**src/logic/bakeryPkg.sv**
```systemverilog
/*
 * Shared types for the bakery mutual-exclusion model.
 * The location enum is 4 bits and uses 15 of its 16 codes.
 */
`default_nettype none

package bakeryPkg;

	// Default number of competing processes
	localparam int defaultProcs = 3;

	// Program locations of one process
	typedef enum logic [3:0] {
		L1,
		L2a,
		L2b,
		L2c,
		L3,
		L4,
		L5,
		L6,
		L7,
		L8,
		// Critical section
		L9,
		L10a,
		L10b,
		L10c,
		// Exit point
		L11
	} loc;

	// Operations on the deference matrix
	typedef enum logic [1:0] {
		// Leave the matrix unchanged
		deferNone,
		// Write one bit of the stepping process's row
		deferRecord,
		// Clear the stepping process's bit in another row
		deferRelease
	} deferOp;

endpackage

`default_nettype wire
```
**src/logic/deferPort.sv**
```systemverilog
/*
 * Link from the step engine to the deference-matrix store.
 * An operation takes effect at the clock edge that ends its cycle.
 * Both lookups show the registered matrix only.
 */
`timescale 1ns/10ps
`default_nettype none

interface deferPort #(
	parameter int numProcs = bakeryPkg::defaultProcs
);
	localparam int idxW = $clog2(numProcs + 1);

	bakeryPkg::deferOp op;
	logic [idxW - 1:0] row;
	logic [idxW - 1:0] col;
	logic bitValue;
	// defer[row][col]
	logic rowBit;
	// defer[col][row]
	logic crossBit;

	modport engine (
		output op,
		output row,
		output col,
		output bitValue,
		input  rowBit,
		input  crossBit
	);

	modport store (
		input  op,
		input  row,
		input  col,
		input  bitValue,
		output rowBit,
		output crossBit
	);

endinterface

`default_nettype wire

```
**src/logic/bakeryTop.sv**
```systemverilog
/*
 * Bakery mutual exclusion for numProcs processes.
 * One step per clock, and a step shows on the outputs two edges after it is driven.
 * A select at or above numProcs steps process 0.
 */
`timescale 1ns/10ps
`default_nettype none

module bakeryTop #(
	parameter int numProcs = bakeryPkg::defaultProcs
) (
	input  logic                               clock,
	input  logic                               rst,
	input  logic [$clog2(numProcs + 1) - 1:0] select,
	input  logic                               pause,
	output logic [numProcs - 1:0]              critical,
	output logic [numProcs - 1:0]              holding
);
	localparam int idxW = $clog2(numProcs + 1);

	logic stepValid;
	logic [idxW - 1:0] stepSel;
	logic stepPause;

	deferPort #(.numProcs(numProcs)) matrixPort ();

	stepScheduler #(.numProcs(numProcs)) i_stepScheduler (
		.clock     (clock),
		.rst       (rst),
		.select    (select),
		.pause     (pause),
		.stepValid (stepValid),
		.stepSel   (stepSel),
		.stepPause (stepPause)
	);

	stepEngine #(.numProcs(numProcs)) i_stepEngine (
		.clock     (clock),
		.rst       (rst),
		.stepValid (stepValid),
		.stepSel   (stepSel),
		.stepPause (stepPause),
		.port      (matrixPort.engine),
		.critical  (critical),
		.holding   (holding)
	);

	deferMatrix #(.numProcs(numProcs)) i_deferMatrix (
		.clock (clock),
		.rst   (rst),
		.port  (matrixPort.store)
	);

endmodule

`default_nettype wire

```
**src/logic/stepEngine.sv**
```systemverilog
/*
 * Second stage. Advances the selected process by one program step.
 * stepSel must already be below numProcs.
 * Matrix changes and all state updates happen at the same clock edge.
 */
`timescale 1ns/10ps
`default_nettype none

module stepEngine #(
	parameter int numProcs = bakeryPkg::defaultProcs
) (
	input  logic                               clock,
	input  logic                               rst,
	input  logic                               stepValid,
	input  logic [$clog2(numProcs + 1) - 1:0] stepSel,
	input  logic                               stepPause,
	deferPort.engine                           port,
	output logic [numProcs - 1:0]              critical,
	output logic [numProcs - 1:0]              holding
);
	localparam int idxW = $clog2(numProcs + 1);
	localparam logic [idxW - 1:0] lastIdx = idxW'(numProcs - 1);

	// Per-process state
	bakeryPkg::loc pc [numProcs];
	logic [idxW - 1:0] j [numProcs];
	logic [idxW - 1:0] pri [numProcs];
	logic [numProcs - 1:0] ticket;
	logic [numProcs - 1:0] choosing;

	bakeryPkg::loc curPc;
	bakeryPkg::loc nextPc;
	logic [idxW - 1:0] k;
	logic [idxW - 1:0] nextJ;
	logic [idxW - 1:0] selPri;
	logic [idxW - 1:0] kPri;
	logic [idxW - 1:0] priKVal;
	logic kInRange;
	logic kTicket;
	logic kChoosing;
	logic lend;
	logic blocked;
	logic ticketWr;
	logic ticketVal;
	logic choosingWr;
	logic choosingVal;
	logic priSelWr;
	logic priKWr;

	assign curPc = pc[stepSel];
	assign k = j[stepSel];
	assign selPri = pri[stepSel];

	// Process being visited by the loop index
	assign kInRange = (k <= lastIdx);
	assign kTicket = kInRange && ticket[k];
	assign kChoosing = kInRange && choosing[k];
	assign kPri = kInRange ? pri[k] : '0;

	// Older ticket, or same age with a better priority, holds us at L7
	assign blocked = kTicket && (port.rowBit || (!port.crossBit && (kPri < selPri)));
	// We defer to an older ticket that carries a worse priority
	assign lend = kTicket && port.rowBit && !port.crossBit && (selPri < kPri);

	assign port.row = stepSel;
	assign port.col = k;
	assign port.bitValue = kTicket;

	always_comb begin
		nextPc = curPc;
		nextJ = k;
		ticketWr = 1'b0;
		ticketVal = 1'b0;
		choosingWr = 1'b0;
		choosingVal = 1'b0;
		priSelWr = 1'b0;
		priKWr = 1'b0;
		priKVal = selPri;
		port.op = bakeryPkg::deferNone;
		case (curPc)
			bakeryPkg::L1: begin
				choosingWr = 1'b1;
				choosingVal = 1'b1;
				nextPc = bakeryPkg::L2a;
			end
			bakeryPkg::L2a: begin
				nextJ = '0;
				nextPc = bakeryPkg::L2b;
			end
			bakeryPkg::L2b: begin
				nextPc = kInRange ? bakeryPkg::L2c : bakeryPkg::L3;
			end
			bakeryPkg::L2c: begin
				port.op = bakeryPkg::deferRecord;
				nextJ = k + 1'b1;
				nextPc = bakeryPkg::L2b;
			end
			bakeryPkg::L3: begin
				ticketWr = 1'b1;
				ticketVal = 1'b1;
				choosingWr = 1'b1;
				nextPc = bakeryPkg::L4;
			end
			bakeryPkg::L4: begin
				nextJ = '0;
				priSelWr = 1'b1;
				nextPc = bakeryPkg::L5;
			end
			bakeryPkg::L5: begin
				nextPc = kInRange ? bakeryPkg::L6 : bakeryPkg::L9;
			end
			bakeryPkg::L6: begin
				nextPc = kChoosing ? bakeryPkg::L6 : bakeryPkg::L7;
			end
			bakeryPkg::L7: begin
				// Priority inheritance toward the older ticket
				priKWr = lend;
				nextPc = blocked ? bakeryPkg::L7 : bakeryPkg::L8;
			end
			bakeryPkg::L8: begin
				nextJ = k + 1'b1;
				priSelWr = 1'b1;
				nextPc = bakeryPkg::L5;
			end
			bakeryPkg::L9: begin
				nextPc = stepPause ? bakeryPkg::L9 : bakeryPkg::L10a;
			end
			bakeryPkg::L10a: begin
				ticketWr = 1'b1;
				nextJ = '0;
				nextPc = bakeryPkg::L10b;
			end
			bakeryPkg::L10b: begin
				nextPc = kInRange ? bakeryPkg::L10c : bakeryPkg::L11;
			end
			bakeryPkg::L10c: begin
				port.op = bakeryPkg::deferRelease;
				// Give back a priority we lent earlier
				priKWr = (kPri == stepSel);
				priKVal = k;
				nextJ = k + 1'b1;
				nextPc = bakeryPkg::L10b;
			end
			bakeryPkg::L11: begin
				nextPc = stepPause ? bakeryPkg::L11 : bakeryPkg::L1;
			end
			default: begin
				nextPc = bakeryPkg::L1;
			end
		endcase
		if (!stepValid) begin
			port.op = bakeryPkg::deferNone;
		end
	end

	always_ff @(posedge clock) begin
		if (rst) begin
			for (int p = 0; p < numProcs; p++) begin
				pc[p] <= bakeryPkg::L1;
				j[p] <= '0;
				pri[p] <= idxW'(p);
			end
			ticket <= '0;
			choosing <= '0;
			critical <= '0;
		end else if (stepValid) begin
			pc[stepSel] <= nextPc;
			j[stepSel] <= nextJ;
			critical[stepSel] <= (nextPc == bakeryPkg::L9);
			if (ticketWr) begin
				ticket[stepSel] <= ticketVal;
			end
			if (choosingWr) begin
				choosing[stepSel] <= choosingVal;
			end
			if (priSelWr) begin
				pri[stepSel] <= stepSel;
			end
			if (priKWr) begin
				pri[k] <= priKVal;
			end
		end
	end

	assign holding = ticket;

endmodule

`default_nettype wire

```
**src/logic/deferMatrix.sv**
```systemverilog
/*
 * numProcs by numProcs deference matrix. Bit [a][b] set means a defers to b.
 * Out-of-range row or column indices read as 0 and write nothing.
 * Writes land at the clock edge, and lookups are combinational.
 */
`timescale 1ns/10ps
`default_nettype none

module deferMatrix #(
	parameter int numProcs = bakeryPkg::defaultProcs
) (
	input  logic     clock,
	input  logic     rst,
	deferPort.store  port
);
	localparam int idxW = $clog2(numProcs + 1);
	localparam logic [idxW - 1:0] lastIdx = idxW'(numProcs - 1);

	logic [numProcs - 1:0] defer [numProcs];
	logic inRange;

	assign inRange = (port.row <= lastIdx) && (port.col <= lastIdx);

	// Forward and crossed lookups for the wait test
	always_comb begin
		port.rowBit = 1'b0;
		port.crossBit = 1'b0;
		if (inRange) begin
			port.rowBit = defer[port.row][port.col];
			port.crossBit = defer[port.col][port.row];
		end
	end

	always_ff @(posedge clock) begin
		if (rst) begin
			for (int r = 0; r < numProcs; r++) begin
				defer[r] <= '0;
			end
		end else if (inRange) begin
			case (port.op)
				bakeryPkg::deferRecord: begin
					// Ticket scan notes whether col holds a ticket
					defer[port.row][port.col] <= port.bitValue;
				end
				bakeryPkg::deferRelease: begin
					// Exit cleanup, so col no longer defers to row
					defer[port.col][port.row] <= 1'b0;
				end
				default: begin
				end
			endcase
		end
	end

endmodule

`default_nettype wire

```
**src/logic/stepScheduler.sv**
```systemverilog
/*
 * First stage. Samples the host's process selection every clock.
 * A select above numProcs-1 is turned into process 0.
 * There is no back-pressure, so one step leaves every cycle.
 */
`timescale 1ns/10ps
`default_nettype none

module stepScheduler #(
	parameter int numProcs = bakeryPkg::defaultProcs
) (
	input  logic                               clock,
	input  logic                               rst,
	input  logic [$clog2(numProcs + 1) - 1:0] select,
	input  logic                               pause,
	output logic                               stepValid,
	output logic [$clog2(numProcs + 1) - 1:0] stepSel,
	output logic                               stepPause
);
	localparam int idxW = $clog2(numProcs + 1);
	localparam logic [idxW - 1:0] lastIdx = idxW'(numProcs - 1);

	// Steps flow from the first cycle after reset
	always_ff @(posedge clock) begin
		if (rst) begin
			stepValid <= 1'b0;
		end else begin
			stepValid <= 1'b1;
		end
	end

	// Step payload
	always_ff @(posedge clock) begin
		if (select > lastIdx) begin
			stepSel <= '0;
		end else begin
			stepSel <= select;
		end
		stepPause <= pause;
	end

endmodule

`default_nettype wire

```
**config.mk**
```make
export PLATFORM = sky130hd
export DESIGN_NAME = bakeryTop
export DESIGN_NICKNAME = d
export VERILOG_FILES = /design/src/logic/bakeryPkg.sv /design/src/logic/deferPort.sv /design/src/logic/bakeryTop.sv /design/src/logic/stepEngine.sv /design/src/logic/deferMatrix.sv /design/src/logic/stepScheduler.sv
export SDC_FILE = /design/constraint.sdc
export NUM_CORES = 1
export LEC_CHECK = 0
export BUFFER_PORTS_ARGS = -buffer_cell sky130_fd_sc_hd__buf_2
export CAP_MARGIN = 20
export CORE_ASPECT_RATIO = 1.2
export CORE_MARGIN = 2
export CORE_UTILIZATION = 67
export CTS_CLUSTER_DIAMETER = 150
export DETAILED_ROUTE_END_ITERATION = 6
export PLACE_DENSITY = 0.85
export SLEW_MARGIN = 30
export SYNTH_ARGS = -nofsm -noshare
export SYNTH_HDL_FRONTEND = slang
export SYNTH_SLANG_ARGS = --single-unit
```
**constraint.sdc**
```tcl
create_clock -name clock -period 8.8 [get_ports clock]
set_clock_uncertainty 0.15 [all_clocks]
set_input_delay 1.76 -clock clock [delete_from_list [all_inputs] [get_ports clock]]
set_output_delay 1.76 -clock clock [all_outputs]
set_load 0.05 [all_outputs]
```
## After elaboration in Yosys (flattened, before gate mapping)

Memory sizes are Yosys's and may differ from the RTL's. A register that Yosys moved wholly into a read port is not among the register bits.
Index checks and enable logic that the tools add are counted.

- Memories kept: 4
- Bits in writable memories: 33
- Output and inout bits: 6
- Logic and storage cells: 146
- Flip-flop bits (word level): 13
- Input bits: 5

- Eq/ne operators: 18
- Reduce and logical (&&, ||, !) cells: 28
- Mux-type cells: 80
- Add/sub/neg operators: 1
- Order comparisons: 9

Memory list:

| memory | words | width | read ports | clocked after Yosys merged registers in | wr ports | RTL line | text |
|---|---|---|---|---|---|---|---|
| i_stepEngine.pc | 3 | 4 | 1 | 1 | 3 | stepEngine.sv:25 | `bakeryPkg::loc pc [numProcs];` |
| i_deferMatrix.defer | 3 | 3 | 2 | 1 | 3 | deferMatrix.sv:19 | `logic [numProcs - 1:0] defer [numProcs];` |
| i_stepEngine.j | 3 | 2 | 1 | 1 | 3 | stepEngine.sv:26 | `logic [idxW - 1:0] j [numProcs];` |
| i_stepEngine.pri | 3 | 2 | 2 | 1 | 3 | stepEngine.sv:27 | `logic [idxW - 1:0] pri [numProcs];` |

Operators with widths:

| operator | number |
|---|---|
| $pmux 4 s12 | 1 |
| $mux 1 | 39 |
| $mux 2 | 17 |
| $eq 4x4->1 const B | 8 |
| $mux 3 | 7 |
| $eq 4x3->1 const B | 4 |
| $mux 4 | 4 |
| $reduce_or 2->1 | 8 |
| $reduce_or 3->1 | 4 |
| $logic_and 1x1->1 | 10 |
| $bwmux 3 | 3 |
| $bmux 1 s2 | 4 |
| $eq 4x2->1 const B | 2 |
| $pmux 2 s2 | 2 |
| $lt 2x3->1 const B | 2 |
| $demux 1 s2 | 2 |
| $eq 4x1->1 const B | 1 |
| $ge 2x1->1 const B | 2 |
| $le 2x2->1 const B | 2 |
| $logic_not 4->1 | 1 |
| $lt 2x2->1 | 2 |
| $reduce_and 2->1 | 2 |
| $reduce_or 4->1 | 1 |
| $add 2x1->2 const B | 1 |
| other kinds (7) | 7 |

## Longest topological paths before layout

An unclocked memory read counts as a cell.

- Depth in word-level cells: 14
- Gate-level depth with buffers: 16
- Depth with buffers taken out: 13

## Hierarchy

A second synthesis with hierarchy kept.

- Cell total of the unflattened synthesis: 344
- Area, all modules: 3522.1 um2

By module, submodules not included:

| module | area each (um2) | sequential area each (um2) | instances | cells each |
|---|---|---|---|---|
| stepEngine | 2648.8 | 1141.1 | 1 | 252 |
| deferMatrix | 774.5 | 270.3 | 1 | 85 |
| stepScheduler | 98.8 | 80.1 | 1 | 7 |

## Worst setup path after synthesis

Ideal clock, no wire load.

- Kind: flip-flop to flip-flop
- From: register i_stepScheduler.stepSel[0]
- To: memory i_stepEngine.pri[0][0] (netlist name), enable pin
- Setup time: 0.338 ns
- Cell stages (with the launch flop): 15
- Arrival time: 3.591 ns
- Path buffers: 4
- Data required time: 8.312 ns
- Path slack: 4.722 ns
- Period minus slack after synthesis: 4.078 ns
- Cells stage by stage: dfxtp_1 buf_6 mux4_2 buf_6 clkbuf_1 ha_1 clkbuf_1 nand2b_1 ha_1 a21oi_1 nand4_1 or3_4 a31o_4 o21a_4 o31ai_1

RTL lines:

| element | RTL line | text |
|---|---|---|
| start: declaration | stepScheduler.sv:17 | `output logic [$clog2(numProcs + 1) - 1:0] stepSel,` |
| start signal: assignment | stepScheduler.sv:37 | `stepSel <= select;` |
| end: declaration | stepEngine.sv:27 |  |

==> run metrics <==
DIE WIDTH=69.7 um; DR iter-0 viols=452; postcts setup bufs=0; Setup crit start kind=register; crit share post-route=52.8%; Leak Pwr=1.35 nW; die area=5770 um2; Reg area=1580 um2; Post-CTS Resized=0; arrival time worst endpoint=4.48 ns; PortBufs=10; CTS Buf Count=9; clk slew on worst S/H paths=0.07 ns; CP dominant cell by count=ha_1; CTS tree=yes; maximum VDD drop=0.149 mV; FMAX=0.215 GHz; # H-tree levels=3; clk sinks=57; Slew headroom=45.0%; worst-skew pair later-pin latency=0.34 ns; Syn-to-layout area delta=6.71%; PwrDens=179 nW/um2; unrepaired setup endpoints after global routing=false; Slew @ Worst Pin=0.824 ns; setup TNS=0 ns; delay-heaviest family, CP=compound AO/OA/AOI/OAI gates; worst-path cell chain=mux4_2, ha_1, nand2b_1, ha_1, a21oi_1, nand4_1, or3_4, a31o_4, a2bb2oi_1, o31ai_1; global-route wire length before repair=13.3 mm; Worst Hold Depth=1; Post-Synthesis Cells=340; Avg Inst Size Synth=10.2 um2; critical-path maximum fanout=20; largest net degree at the start of global routing=26; Pre-antenna DRT Iters=6; RD Place Congestion=0.932; prevailing post-synth register cell=edfxtp_1; Hold Startpoint=i_stepEngine.critical[2]$_SDFFE_PP0P_; final hold violations=0; cell taking the most area after synthesis=edfxtp_1; die height=82.8 um; CTS Hold Bufs=0; Hold WS=0.325 ns; WHS Endpoint=i_stepEngine.critical[2]$_SDFFE_PP0P_; Rows=28; initial core utilization=69.7%; post-synthesis sequential area ratio=45.6%; largest stage delay on the critical path=0.86 ns; worst slack at placement=4.12 ns; CP Buf/Inv Count=0; layout cells sized above 1=13.5%; Final Max Tran Viols=0; R2R Setup Slk=4.16 ns; Antenna Nets Post-Route=0; synth unique cells=62; Async SR Flop Fraction=0%; vias in the first global route=2710; max_cap viols=0; min Tclk post-route=4.64 ns; GR Overflow Total=0; Cell Area, Synth=3470 um2; Tot Pwr=663 uW; Crit path required time=8.64 ns; Crit Path Class=register to register; WL final=8.15 mm; most common cell after layout, fill and taps aside=nor2_1; Hold Crit Class=register to register; core box area=4970 um2; Root Buffer=clkbuf_8; commonest non-fill, non-tap cells in the layout=nor2_1, edfxtp_1, nand2_1; DR vias/cell=6.91; number of setup violations in the final report=0; multi-input logic area=1710 um2; outcome=finished clean; routed len/inst=20.0 um; EDFF count, synth=44; flops & latches, synth=57; DRC Markers=0; # nets final=354; worst reg2reg startpoint=i_stepScheduler.stepSel[1]$_SDFF_PN0_; gr usage total=29.9%; Clock Path Buffers=2; yosys synthesis warning count=0; top post-synthesis cells by area=edfxtp_1, dfxtp_1, nor2_1, mux4_2, mux2i_1; io pins=11; FF-to-FF End=i_stepEngine.pri[1][0]$_SDFFCE_PN1P_; routed via count=2818; share of the synthesized area in the top cell type=38.1%; DP HPWL=5.73 mm; Critical Path Sink Type=register; Worst R2R Path Depth=10; slowest stage cell, crit path=dfxtp_1; post-route setup slack=4.16 ns; initial antenna violation count=0; syn_nets=351; n_diodes=0; fillers=363
-- Yosys cell counts, types with 3 or more instances --
master	count
buf_2	4
o31ai_1	11
mux2_2	3
dfxtp_1	13
clkbuf_1	10
nand4_1	3
nand3_1	6
ha_1	6
nor3_1	6
a22oi_1	4
a32o_1	3
edfxtp_1	44
a211oi_1	3
mux4_2	8
o21ai_0	17
nor2_1	57
mux4_1	4
mux2i_1	11
inv_1	20
nand2b_1	3
nand2_1	26
nor2b_1	9
and2_1	3
a21o_1	3
a21oi_1	18
-- layout make-up --
| cell class | count | area share [%] |
|---|---|---|
| Timing Repair Buffer | 11 | 1.55 |
| Tap cell | 60 | 2.03 |
| Clock inverter | 7 | 1.93 |
| Multi-Input combinational cell | 243 | 46.3 |
| Sequential cell | 57 | 42.7 |
| Clock buffer | 9 | 3.35 |
| Inverter | 21 | 2.13 |
-- per-stage QoR --
stage	util [%]	cell area (um2)	std cells
6_report	74.4	3700	408
3_5_place_dp	70.5	3510	392
4_1_cts	74.4	3700	408
2_1_floorplan	-	3470	340
5_1_grt	74.4	3700	408
3_3_place_gp	70.5	3510	392
-- state kept, by name (all words and copies together), names as in the netlist --
signal / cells
i_stepScheduler.stepValid: 1
i_deferMatrix.defer: 12
i_stepEngine.critical: 3
i_stepEngine.choosing: 3
i_stepEngine.j: 8
i_stepEngine.holding: 3
i_stepScheduler.stepSel: 2
i_stepEngine.pri: 8
i_stepScheduler.stepPause: 1
i_stepEngine.pc: 16
-- worst reg2reg max path: stages, from the launching register on --
cell and delay (ns):
dfxtp_1 0.86, mux4_2 0.69, ha_1 0.62, nand2b_1 0.18, ha_1 0.23, a21oi_1 0.17
nand4_1 0.14, or3_4 0.39, a31o_4 0.29, a2bb2oi_1 0.17, o31ai_1 0.41
-- power by group --
part           switching (mW)  total, mW  internal [mW]  leakage [nW]
Sequential            0.00739      0.308          0.301         0.544
Combinational          0.0753      0.115         0.0396         0.711
Clock                   0.110      0.240          0.130        0.0912
Total                   0.193      0.663          0.470          1.35
-- logic make-up (layout without fill, tap and decap cells) --
| logic type | Yosys count | after routing | synth area share, % |
|---|---|---|---|
| adders and majority gates | 6 | 6 | 2.16 |
| muxes | 26 | 26 | 12.4 |
| AOI/OAI and AO/OA | 83 | 83 | 17.1 |
| DFF | 57 | 57 | 45.6 |
| xor gates and xnor gates | 2 | 2 | 0.505 |
| buffers and inverters | 40 | 48 | 5.01 |
| and+or+nand+nor | 126 | 126 | 17.3 |
-- worst max path at each step --
stage / start / end / cells past startpoint
floorplan: i_stepScheduler.stepSel[0]$_SDFF_PN0_ / i_stepEngine.pri[0][0]$_SDFFCE_PN0P_ / 14
global placement: rst / i_deferMatrix.defer[2][1]$_SDFFCE_PN0P_ / 8
detailed placement: rst / i_deferMatrix.defer[2][2]$_SDFFCE_PN0P_ / 8
CTS: i_stepScheduler.stepSel[1]$_SDFF_PN0_ / i_stepEngine.pri[1][0]$_SDFFCE_PN1P_ / 10
global route: i_stepScheduler.stepSel[1]$_SDFF_PN0_ / i_stepEngine.pri[1][0]$_SDFFCE_PN1P_ / 12
finish: i_stepScheduler.stepSel[1]$_SDFF_PN0_ / i_stepEngine.pri[1][0]$_SDFFCE_PN1P_ / 10
-- routing by layer --
layer  part of all wire [%]  wire (um)  global-route usage [%]  vias to the layer above
met5                      0          0                       0                        -
met4                    3.6        296                    17.5                        0
met1                     39       3170                    38.0                     1332
met3                    7.7        631                    4.37                       35
li1                       -          -                       -                     1275
met2                     50       4050                    48.6                      176
No activity file was read; power rests on OpenSTA's default activity.
